### config.mk
export PLATFORM = sky130hd
export DESIGN_NAME = warp_sched_top
export DESIGN_NICKNAME = d
export VERILOG_FILES = /design/src/verilog/sched_types_pkg.sv /design/src/verilog/sched_ctl_pkg.sv /design/src/verilog/barrier_unit.sv /design/src/verilog/pending_tracker.sv /design/src/verilog/warp_picker.sv /design/src/verilog/warp_sched_top.sv /design/src/verilog/warp_table.sv
export VERILOG_INCLUDE_DIRS = /design/src /design/src/verilog
export SDC_FILE = /design/constraint.sdc
export NUM_CORES = 1
export LEC_CHECK = 0
export BUFFER_PORTS_ARGS = -buffer_cell sky130_fd_sc_hd__clkbuf_2
export CAP_MARGIN = 20
export CORE_ASPECT_RATIO = 1.1
export CORE_UTILIZATION = 54
export CTS_CLUSTER_DIAMETER = 80
export CTS_CLUSTER_SIZE = 12
export DETAILED_ROUTE_END_ITERATION = 16
export PLACE_DENSITY_LB_ADDON = 0.25
export SLEW_MARGIN = 20
export SYNTH_ARGS = -nofsm -noshare
export SYNTH_HDL_FRONTEND = slang
export SYNTH_SLANG_ARGS = --single-unit
export TNS_END_PERCENT = 5
### constraint.sdc
create_clock -name clk -period 3.25 [get_ports clk]
set_clock_uncertainty 0.15 [all_clocks]
set_input_delay 0.4875 -clock clk [delete_from_list [all_inputs] [get_ports clk]]
set_output_delay 0.4875 -clock clk [all_outputs]
set_load 0.03 [all_outputs]
### src/verilog/sched_defs.svh
// sizes and reset constants for the warp scheduler, included by its packages and RTL
`ifndef SCHED_DEFS_SVH
`define SCHED_DEFS_SVH

// warp and thread geometry
`define NUM_WARPS 4
`define NUM_THREADS 4

// program counter width
`define PC_BITS 32

// local barriers per core
`define NUM_BARRIERS 2

// width of each in-flight instruction counter
`define PENDING_BITS 4

// warp 0 boot address and the fetch stride
`define START_PC 32'h8000_0000
`define PC_STEP 4

`endif

### src/verilog/sched_types_pkg.sv
// vector types for warp numbers, masks and PCs, imported by the scheduler packages and RTL
`include "sched_defs.svh"

package sched_types_pkg;

    // warp number
    typedef logic [$clog2(`NUM_WARPS)-1:0] wid_t;

    // one bit per warp
    typedef logic [`NUM_WARPS-1:0] warp_mask_t;

    // one bit per thread inside a warp
    typedef logic [`NUM_THREADS-1:0] tmask_t;

    // instruction address
    typedef logic [`PC_BITS-1:0] pc_t;

    // local barrier number
    typedef logic [$clog2(`NUM_BARRIERS)-1:0] bar_id_t;

endpackage

### src/verilog/sched_ctl_pkg.sv
// control, branch and schedule bundles that travel between the scheduler and the pipeline
package sched_ctl_pkg;
    import sched_types_pkg::*;

    // warp control operation kinds
    typedef enum logic [1:0] {
        op_tmc    = 2'd0,
        op_wspawn = 2'd1,
        op_bar    = 2'd2
    } warp_op_e;

    // warp control request from the execute stage
    typedef struct packed {
        logic       valid;
        warp_op_e   op;
        wid_t       wid;
        // new thread mask for tmc
        tmask_t     tmask;
        // warps to spawn and their start pc
        warp_mask_t wmask;
        pc_t        pc;
        // barrier number and member count minus one
        bar_id_t    bar_id;
        wid_t       bar_size_m1;
    } warp_ctl_t;

    // resolved branch
    typedef struct packed {
        logic valid;
        wid_t wid;
        logic taken;
        pc_t  dest;
    } branch_t;

    // strobe towards fetch
    typedef struct packed {
        logic   valid;
        wid_t   wid;
        tmask_t tmask;
        pc_t    pc;
    } sched_out_t;

endpackage

### src/verilog/barrier_unit.sv
// local barrier counters and arrival masks, producing the set of warps held at a barrier
`timescale 1ns/1ns
`include "sched_defs.svh"

module barrier_unit import sched_types_pkg::*, sched_ctl_pkg::*; (
    input  logic       clk,
    input  logic       reset,
    input  warp_ctl_t  warp_ctl,
    output warp_mask_t bar_wait
);
    warp_mask_t [`NUM_BARRIERS-1:0] bar_masks;
    wid_t [`NUM_BARRIERS-1:0]       bar_cnts;
    logic                           bar_op;
    logic                           bar_last;

    assign bar_op   = warp_ctl.valid && (warp_ctl.op == op_bar);
    // caller completes the member count
    assign bar_last = (bar_cnts[warp_ctl.bar_id] == warp_ctl.bar_size_m1);

    always_ff @(posedge clk) begin
        if (reset) begin
            bar_masks <= '0;
            bar_cnts  <= '0;
            bar_wait  <= '0;
        end else if (bar_op) begin
            if (bar_last) begin
                // release everyone already waiting here
                bar_cnts[warp_ctl.bar_id]  <= '0;
                bar_masks[warp_ctl.bar_id] <= '0;
                bar_wait                   <= bar_wait & ~bar_masks[warp_ctl.bar_id];
            end else begin
                bar_cnts[warp_ctl.bar_id]               <= bar_cnts[warp_ctl.bar_id] + wid_t'(1);
                bar_masks[warp_ctl.bar_id][warp_ctl.wid] <= 1'b1;
                bar_wait[warp_ctl.wid]                   <= 1'b1;
            end
        end
    end

    // a waiting warp cannot issue another barrier
    no_rearrival: assert property (@(posedge clk) disable iff (reset)
        bar_op |-> !bar_wait[warp_ctl.wid])
    else $error("warp %0d arrived at a barrier while waiting", warp_ctl.wid);

endmodule

### src/verilog/pending_tracker.sv
// per-warp in-flight instruction counters and the registered scheduler busy flag
`timescale 1ns/1ns
`include "sched_defs.svh"

module pending_tracker import sched_types_pkg::*; (
    input  logic       clk,
    input  logic       reset,
    input  logic       issue_valid,
    input  wid_t       issue_wid,
    input  warp_mask_t commit_wmask,
    input  warp_mask_t active_warps,
    output logic       busy
);
    logic [`NUM_WARPS-1:0][`PENDING_BITS-1:0] pending_cnts;
    warp_mask_t                               warp_pending;

    for (genvar i = 0; i < `NUM_WARPS; i++) begin : g_pending
        logic issue_hit;

        assign issue_hit = issue_valid && (issue_wid == wid_t'(i));

        // issue and commit together leave the count unchanged
        always_ff @(posedge clk) begin
            if (reset) begin
                pending_cnts[i] <= '0;
            end else if (issue_hit && !commit_wmask[i]) begin
                pending_cnts[i] <= pending_cnts[i] + 1'b1;
            end else if (!issue_hit && commit_wmask[i]) begin
                pending_cnts[i] <= pending_cnts[i] - 1'b1;
            end
        end

        assign warp_pending[i] = (pending_cnts[i] != '0);

        no_underflow: assert property (@(posedge clk) disable iff (reset)
            commit_wmask[i] |-> (pending_cnts[i] != '0))
        else $error("commit on warp %0d with nothing in flight", i);

        no_overflow: assert property (@(posedge clk) disable iff (reset)
            issue_hit |-> (pending_cnts[i] != '1))
        else $error("issue on warp %0d with a full counter", i);
    end

    always_ff @(posedge clk) begin
        if (reset) begin
            busy <= 1'b1;
        end else begin
            busy <= (active_warps != '0) || (warp_pending != '0);
        end
    end

endmodule

### src/verilog/warp_picker.sv
// selects the lowest ready warp each cycle and registers its schedule strobe for fetch
`timescale 1ns/1ns
`include "sched_defs.svh"

module warp_picker import sched_types_pkg::*, sched_ctl_pkg::*; (
    input  logic                    clk,
    input  logic                    reset,
    input  warp_mask_t              active_warps,
    input  warp_mask_t              locked_warps,
    input  warp_mask_t              bar_wait,
    input  tmask_t [`NUM_WARPS-1:0] warp_tmasks,
    input  pc_t [`NUM_WARPS-1:0]    warp_pcs,
    output logic                    pick_valid,
    output wid_t                    pick_wid,
    output sched_out_t              sched
);
    warp_mask_t ready_warps;

    assign ready_warps = active_warps & ~locked_warps & ~bar_wait;

    // lowest index wins, so scan downwards
    always_comb begin
        pick_valid = 1'b0;
        pick_wid   = '0;
        for (int i = `NUM_WARPS - 1; i >= 0; i--) begin
            if (ready_warps[i]) begin
                pick_valid = 1'b1;
                pick_wid   = wid_t'(i);
            end
        end
    end

    // state captured at pick time
    always_ff @(posedge clk) begin
        if (reset) begin
            sched <= '0;
        end else begin
            sched.valid <= pick_valid;
            sched.wid   <= pick_wid;
            sched.tmask <= warp_tmasks[pick_wid];
            sched.pc    <= warp_pcs[pick_wid];
        end
    end

    // the fetch lock must hold a warp out for at least one cycle
    no_back_to_back: assert property (@(posedge clk) disable iff (reset)
        sched.valid |=> !(sched.valid && (sched.wid == $past(sched.wid))))
    else $error("warp %0d scheduled on consecutive cycles", sched.wid);

endmodule

### src/verilog/warp_sched_top.sv
// warp scheduler top level connecting the warp table, barriers, picker and pending counters
`timescale 1ns/1ns
`include "sched_defs.svh"

module warp_sched_top import sched_types_pkg::*, sched_ctl_pkg::*; (
    input  logic       clk,
    input  logic       reset,
    input  warp_ctl_t  warp_ctl,
    input  branch_t    branch,
    input  logic       unlock_valid,
    input  wid_t       unlock_wid,
    input  logic       issue_valid,
    input  wid_t       issue_wid,
    input  warp_mask_t commit_wmask,
    output sched_out_t sched,
    output logic       busy
);
    warp_mask_t              active_warps;
    warp_mask_t              locked_warps;
    warp_mask_t              bar_wait;
    tmask_t [`NUM_WARPS-1:0] warp_tmasks;
    pc_t [`NUM_WARPS-1:0]    warp_pcs;
    logic                    pick_valid;
    wid_t                    pick_wid;

    warp_table u_warp_table (
        .clk          (clk),
        .reset        (reset),
        .warp_ctl     (warp_ctl),
        .branch       (branch),
        .unlock_valid (unlock_valid),
        .unlock_wid   (unlock_wid),
        .pick_valid   (pick_valid),
        .pick_wid     (pick_wid),
        .active_warps (active_warps),
        .locked_warps (locked_warps),
        .warp_tmasks  (warp_tmasks),
        .warp_pcs     (warp_pcs)
    );

    barrier_unit u_barrier_unit (
        .clk      (clk),
        .reset    (reset),
        .warp_ctl (warp_ctl),
        .bar_wait (bar_wait)
    );

    warp_picker u_warp_picker (
        .clk          (clk),
        .reset        (reset),
        .active_warps (active_warps),
        .locked_warps (locked_warps),
        .bar_wait     (bar_wait),
        .warp_tmasks  (warp_tmasks),
        .warp_pcs     (warp_pcs),
        .pick_valid   (pick_valid),
        .pick_wid     (pick_wid),
        .sched        (sched)
    );

    pending_tracker u_pending_tracker (
        .clk          (clk),
        .reset        (reset),
        .issue_valid  (issue_valid),
        .issue_wid    (issue_wid),
        .commit_wmask (commit_wmask),
        .active_warps (active_warps),
        .busy         (busy)
    );

endmodule

### src/verilog/warp_table.sv
// per-warp active, lock, thread mask and pc registers with their ordered update rules
`timescale 1ns/1ns
`include "sched_defs.svh"

module warp_table import sched_types_pkg::*, sched_ctl_pkg::*; (
    input  logic                    clk,
    input  logic                    reset,
    input  warp_ctl_t               warp_ctl,
    input  branch_t                 branch,
    input  logic                    unlock_valid,
    input  wid_t                    unlock_wid,
    input  logic                    pick_valid,
    input  wid_t                    pick_wid,
    output warp_mask_t              active_warps,
    output warp_mask_t              locked_warps,
    output tmask_t [`NUM_WARPS-1:0] warp_tmasks,
    output pc_t [`NUM_WARPS-1:0]    warp_pcs
);
    localparam int CNT_BITS = $clog2(`NUM_WARPS + 1);

    warp_mask_t              active_n;
    warp_mask_t              locked_n;
    tmask_t [`NUM_WARPS-1:0] tmasks_n;
    pc_t [`NUM_WARPS-1:0]    pcs_n;
    logic [CNT_BITS-1:0]     active_cnt;
    logic                    single_active;
    logic                    is_tmc;
    logic                    is_wspawn;
    logic                    is_bar;

    assign is_tmc    = warp_ctl.valid && (warp_ctl.op == op_tmc);
    assign is_wspawn = warp_ctl.valid && (warp_ctl.op == op_wspawn);
    assign is_bar    = warp_ctl.valid && (warp_ctl.op == op_bar);

    // population count of active warps
    always_comb begin
        active_cnt = '0;
        for (int i = 0; i < `NUM_WARPS; i++) begin
            active_cnt = active_cnt + CNT_BITS'(active_warps[i]);
        end
    end

    // later rules override earlier ones
    always_comb begin
        active_n = active_warps;
        locked_n = locked_warps;
        tmasks_n = warp_tmasks;
        pcs_n    = warp_pcs;

        if (unlock_valid) begin
            locked_n[unlock_wid] = 1'b0;
        end

        // spawn only from a single running warp
        if (is_wspawn) begin
            if (single_active) begin
                active_n = active_n | warp_ctl.wmask;
                for (int i = 0; i < `NUM_WARPS; i++) begin
                    if (warp_ctl.wmask[i]) begin
                        tmasks_n[i] = tmask_t'(1);
                        pcs_n[i]    = warp_ctl.pc;
                    end
                end
            end
            locked_n[warp_ctl.wid] = 1'b0;
        end

        // empty mask retires the warp
        if (is_tmc) begin
            tmasks_n[warp_ctl.wid] = warp_ctl.tmask;
            active_n[warp_ctl.wid] = (warp_ctl.tmask != '0);
            locked_n[warp_ctl.wid] = 1'b0;
        end

        // barrier_unit holds the caller out if it must wait
        if (is_bar) begin
            locked_n[warp_ctl.wid] = 1'b0;
        end

        if (branch.valid) begin
            if (branch.taken) begin
                pcs_n[branch.wid] = branch.dest;
            end
            locked_n[branch.wid] = 1'b0;
        end

        // lock until decode releases it
        if (pick_valid) begin
            locked_n[pick_wid] = 1'b1;
            pcs_n[pick_wid]    = warp_pcs[pick_wid] + pc_t'(`PC_STEP);
        end
    end

    always_ff @(posedge clk) begin
        if (reset) begin
            // only warp 0 runs out of reset
            active_warps  <= warp_mask_t'(1);
            locked_warps  <= '0;
            single_active <= 1'b1;
            for (int i = 0; i < `NUM_WARPS; i++) begin
                warp_tmasks[i] <= (i == 0) ? tmask_t'(1) : tmask_t'(0);
                warp_pcs[i]    <= (i == 0) ? pc_t'(`START_PC) : pc_t'(0);
            end
        end else begin
            active_warps  <= active_n;
            locked_warps  <= locked_n;
            single_active <= (active_cnt == CNT_BITS'(1));
            warp_tmasks   <= tmasks_n;
            warp_pcs      <= pcs_n;
        end
    end

    // tmc comes from an instruction of a running warp
    tmc_on_active: assert property (@(posedge clk) disable iff (reset)
        is_tmc |-> active_warps[warp_ctl.wid])
    else $error("tmc targets inactive warp %0d", warp_ctl.wid);

endmodule
==> out/results.tsv <==
metric	value	unit
outcome	completed	
crit_arrival	3.54	ns
ir_drop	0.317	mV
wl_per_cell	23.7	um
antenna_found_initial	0	
multi_input_area	8470	sq um
yosysTopAreaCellShare	33.0	%
placementRows	60	
grt_first_pass_wirelength	83400	um
synth_edf_count	0	
cts_buffers	22	
slew_headroom	30.0	%
final.period_utilization	99.7	%
drive_above_1_share	19.9	%
ys_ff_latch	225	
end_kind	flip-flop	
yosysUniqueCellTypes	82	
synthCells	1811	
cts_sinks	225	
drt_first_pass_iters	6	
setup_viol	0	
synth.most_common_cell	nand2_1	
fill_cells	2137	
core_area	24600	sq um
holdCritPathClass	primary input to flip-flop	
drv_cap	0	
syn_nets	1928	
synth_area_leaders	dfxtp_1, nand2_1, nor2_1	
cts_tree	done	
finalCriticalPeriod	3.24	ns
fin_nets	2107	
area_growth	19.8	%
syn_area	13600	sq um
cellLeakagePower	6.37	nW
busiest_layer	met2	
critPathKind	flip-flop to flip-flop	
startpoint_type	flip-flop	
track_usage	40.7	%
yosys.area.top_type	dfxtp_1	
dp_hpwl	36200	um
fin_cells	2300	
cts-htree-levels	1	
synth_ff_type	dfxtp_1	
synth_common_cells	nand2_1, dfxtp_1, nor2_1	
synthArstFlopShare	0	%
ys_seq_area_share	33.0	%
route.detailed.vias_per_inst	6.99	
vias	16100	
start_util	55.4	%
required	3.54	ns
drv_slew	0	
clockBufferDepth	3	
die_area	25900	sq um
grt_setup_unrepaired	yes	
pwr_density_cell	446	nW/um^2
fp.dieH	169	um
drt_wl_total	54500	um
drt_iter0_drc	1922	
clk_pin_slew_worst_paths	0.07	ns
worstSkewPairLatency	0.53	ns
grt_start_max_net_pins	71	
antenna_left	0	
grt_use_met3	8.73	%
cts_root_buffer	clkbuf_16	
dp.cells	2262	
hold_viol	0	
final_util	66.4	%
path_max_fanout	22	
grt_overflow	0	
met1_usage	52.2	%
grt.met2_usage	64.4	%
max_freq	309	MHz
drc	0	
hold_buffers	0	
yosysWarningCount	0	
n_antenna_cell	0	
ios	136	
port_buffers	135	
grt_pass1_vias	14900	
syn_area_per_cell	7.53	sq um
routabilityCongestion	0.971	
worst_pin_slew	1.05	ns
regArea	4500	sq um
die_x	154	um
## cell type report
| class | count | share of cell area (%) |
|---|---|---|
| sequential | 225 | 27.5 |
| multi-input combinational | 1400 | 51.8 |
| tap | 310 | 2.37 |
| timing repair buffer | 317 | 14.2 |
| clock inverter | 1 | 0.0306 |
| inverter | 24 | 0.551 |
| clock buffer | 23 | 3.52 |
## placed cells by master (no fill, tap or decap), types with 25 or more instances in the layout
| cell type | Yosys | routed |
|---|---|---|
| nand2_1 | 275 | 274 |
| dfxtp_1 | 225 | 225 |
| nor2_1 | 199 | 198 |
| buf_4 | 4 | 159 |
| clkbuf_2 | 0 | 134 |
| a21oi_1 | 129 | 129 |
| nand3_1 | 101 | 100 |
| o21ai_0 | 99 | 99 |
| o211ai_1 | 84 | 84 |
| nand4_1 | 36 | 36 |
| a31oi_1 | 28 | 27 |
| mux2i_1 | 25 | 25 |
| o22ai_1 | 25 | 25 |
## critical path, stage by stage (launching register included)
cell and delay, ns:
dfxtp_1 0.37, or3b_1 0.43, buf_12 0.20, a31oi_4 0.23
buf_4 0.17, buf_4 0.11, o22ai_1 0.13, nor4_2 0.29
buf_4 0.19, nand4bb_4 0.15, buf_4 0.16, or3_1 0.36
a31oi_1 0.23
## per-stage QoR
stage	hold slack, ns	total power, mW	setup WS [ns]	instance area [sq um]	setup TNS, ns
floorplan	0.283	4.24	0.143	13600	0
detailed placement	0.306	4.90	0.0205	15500	0
CTS	0.118	7.22	0.00754	16100	0
global placement	0.294	4.86	0.0983	15500	0
global route	0.134	7.55	-0.120	16400	-1.64
finish	0.128	7.29	0.00915	16400	0
## per-layer routing
layer  vias to the layer above  wire, um
li1                       7078         -
met1                      7454     20600
met2                      1267     23900
met3                       267      6940
met4                         0      3090
met5                         -         0
## flip-flops by register name (all words and copies together) (netlist names)
name and flops:
u_warp_table.warp_tmasks 16, u_barrier_unit.bar_wait 4, u_barrier_unit.bar_masks 8, u_barrier_unit.bar_cnts 4, u_pending_tracker.pending_cnts 16, u_pending_tracker.busy 1, u_warp_table.warp_pcs 128, u_warp_table.locked_warps 4
u_warp_picker.sched 39, u_warp_table.single_active 1, u_warp_table.active_warps 4
## final timing paths
path	cells past startpoint	slack, ns	endpoint	startpoint
hold / removal	3	0.13	u_warp_table.warp_pcs[52]	branch[20]
setup / recovery	12	0.009	u_warp_table.warp_pcs[23]	u_warp_table.active_warps[1]
setup reg to reg	12	0.009	u_warp_table.warp_pcs[23]	u_warp_table.active_warps[1]
hold reg to reg	2	0.32	u_warp_picker.sched[33]	u_warp_table.warp_tmasks[1]
## power breakdown
part / internal [mW] / switching, mW
registers: 2.96 / 0.156
logic: 0.720 / 1.11
clock network: 1.24 / 1.11
total: 4.92 / 2.37
## logic make-up (layout without fill, tap and decap cells)
logic type      after synthesis  after routing  share of synthesized area [%]
flops                       225            225                           33.0
mux                          25             25                           1.83
fa+ha+maj                    21             21                           2.20
xor+xnor                     20             20                           1.28
compound gates              567            567                           28.5
simple gates                767            767                           27.4
buf+inv                     186            365                           5.80
## repair_timing
| action | CTS | global route |
|---|---|---|
| buffers inserted | 0 | 14 |
| gates resized for setup | 1 | 16 |
| pin swaps | 0 | 7 |
| setup endpoints to repair | 1 | 63 |
Note: power is estimated with default switching activity, not from simulation.
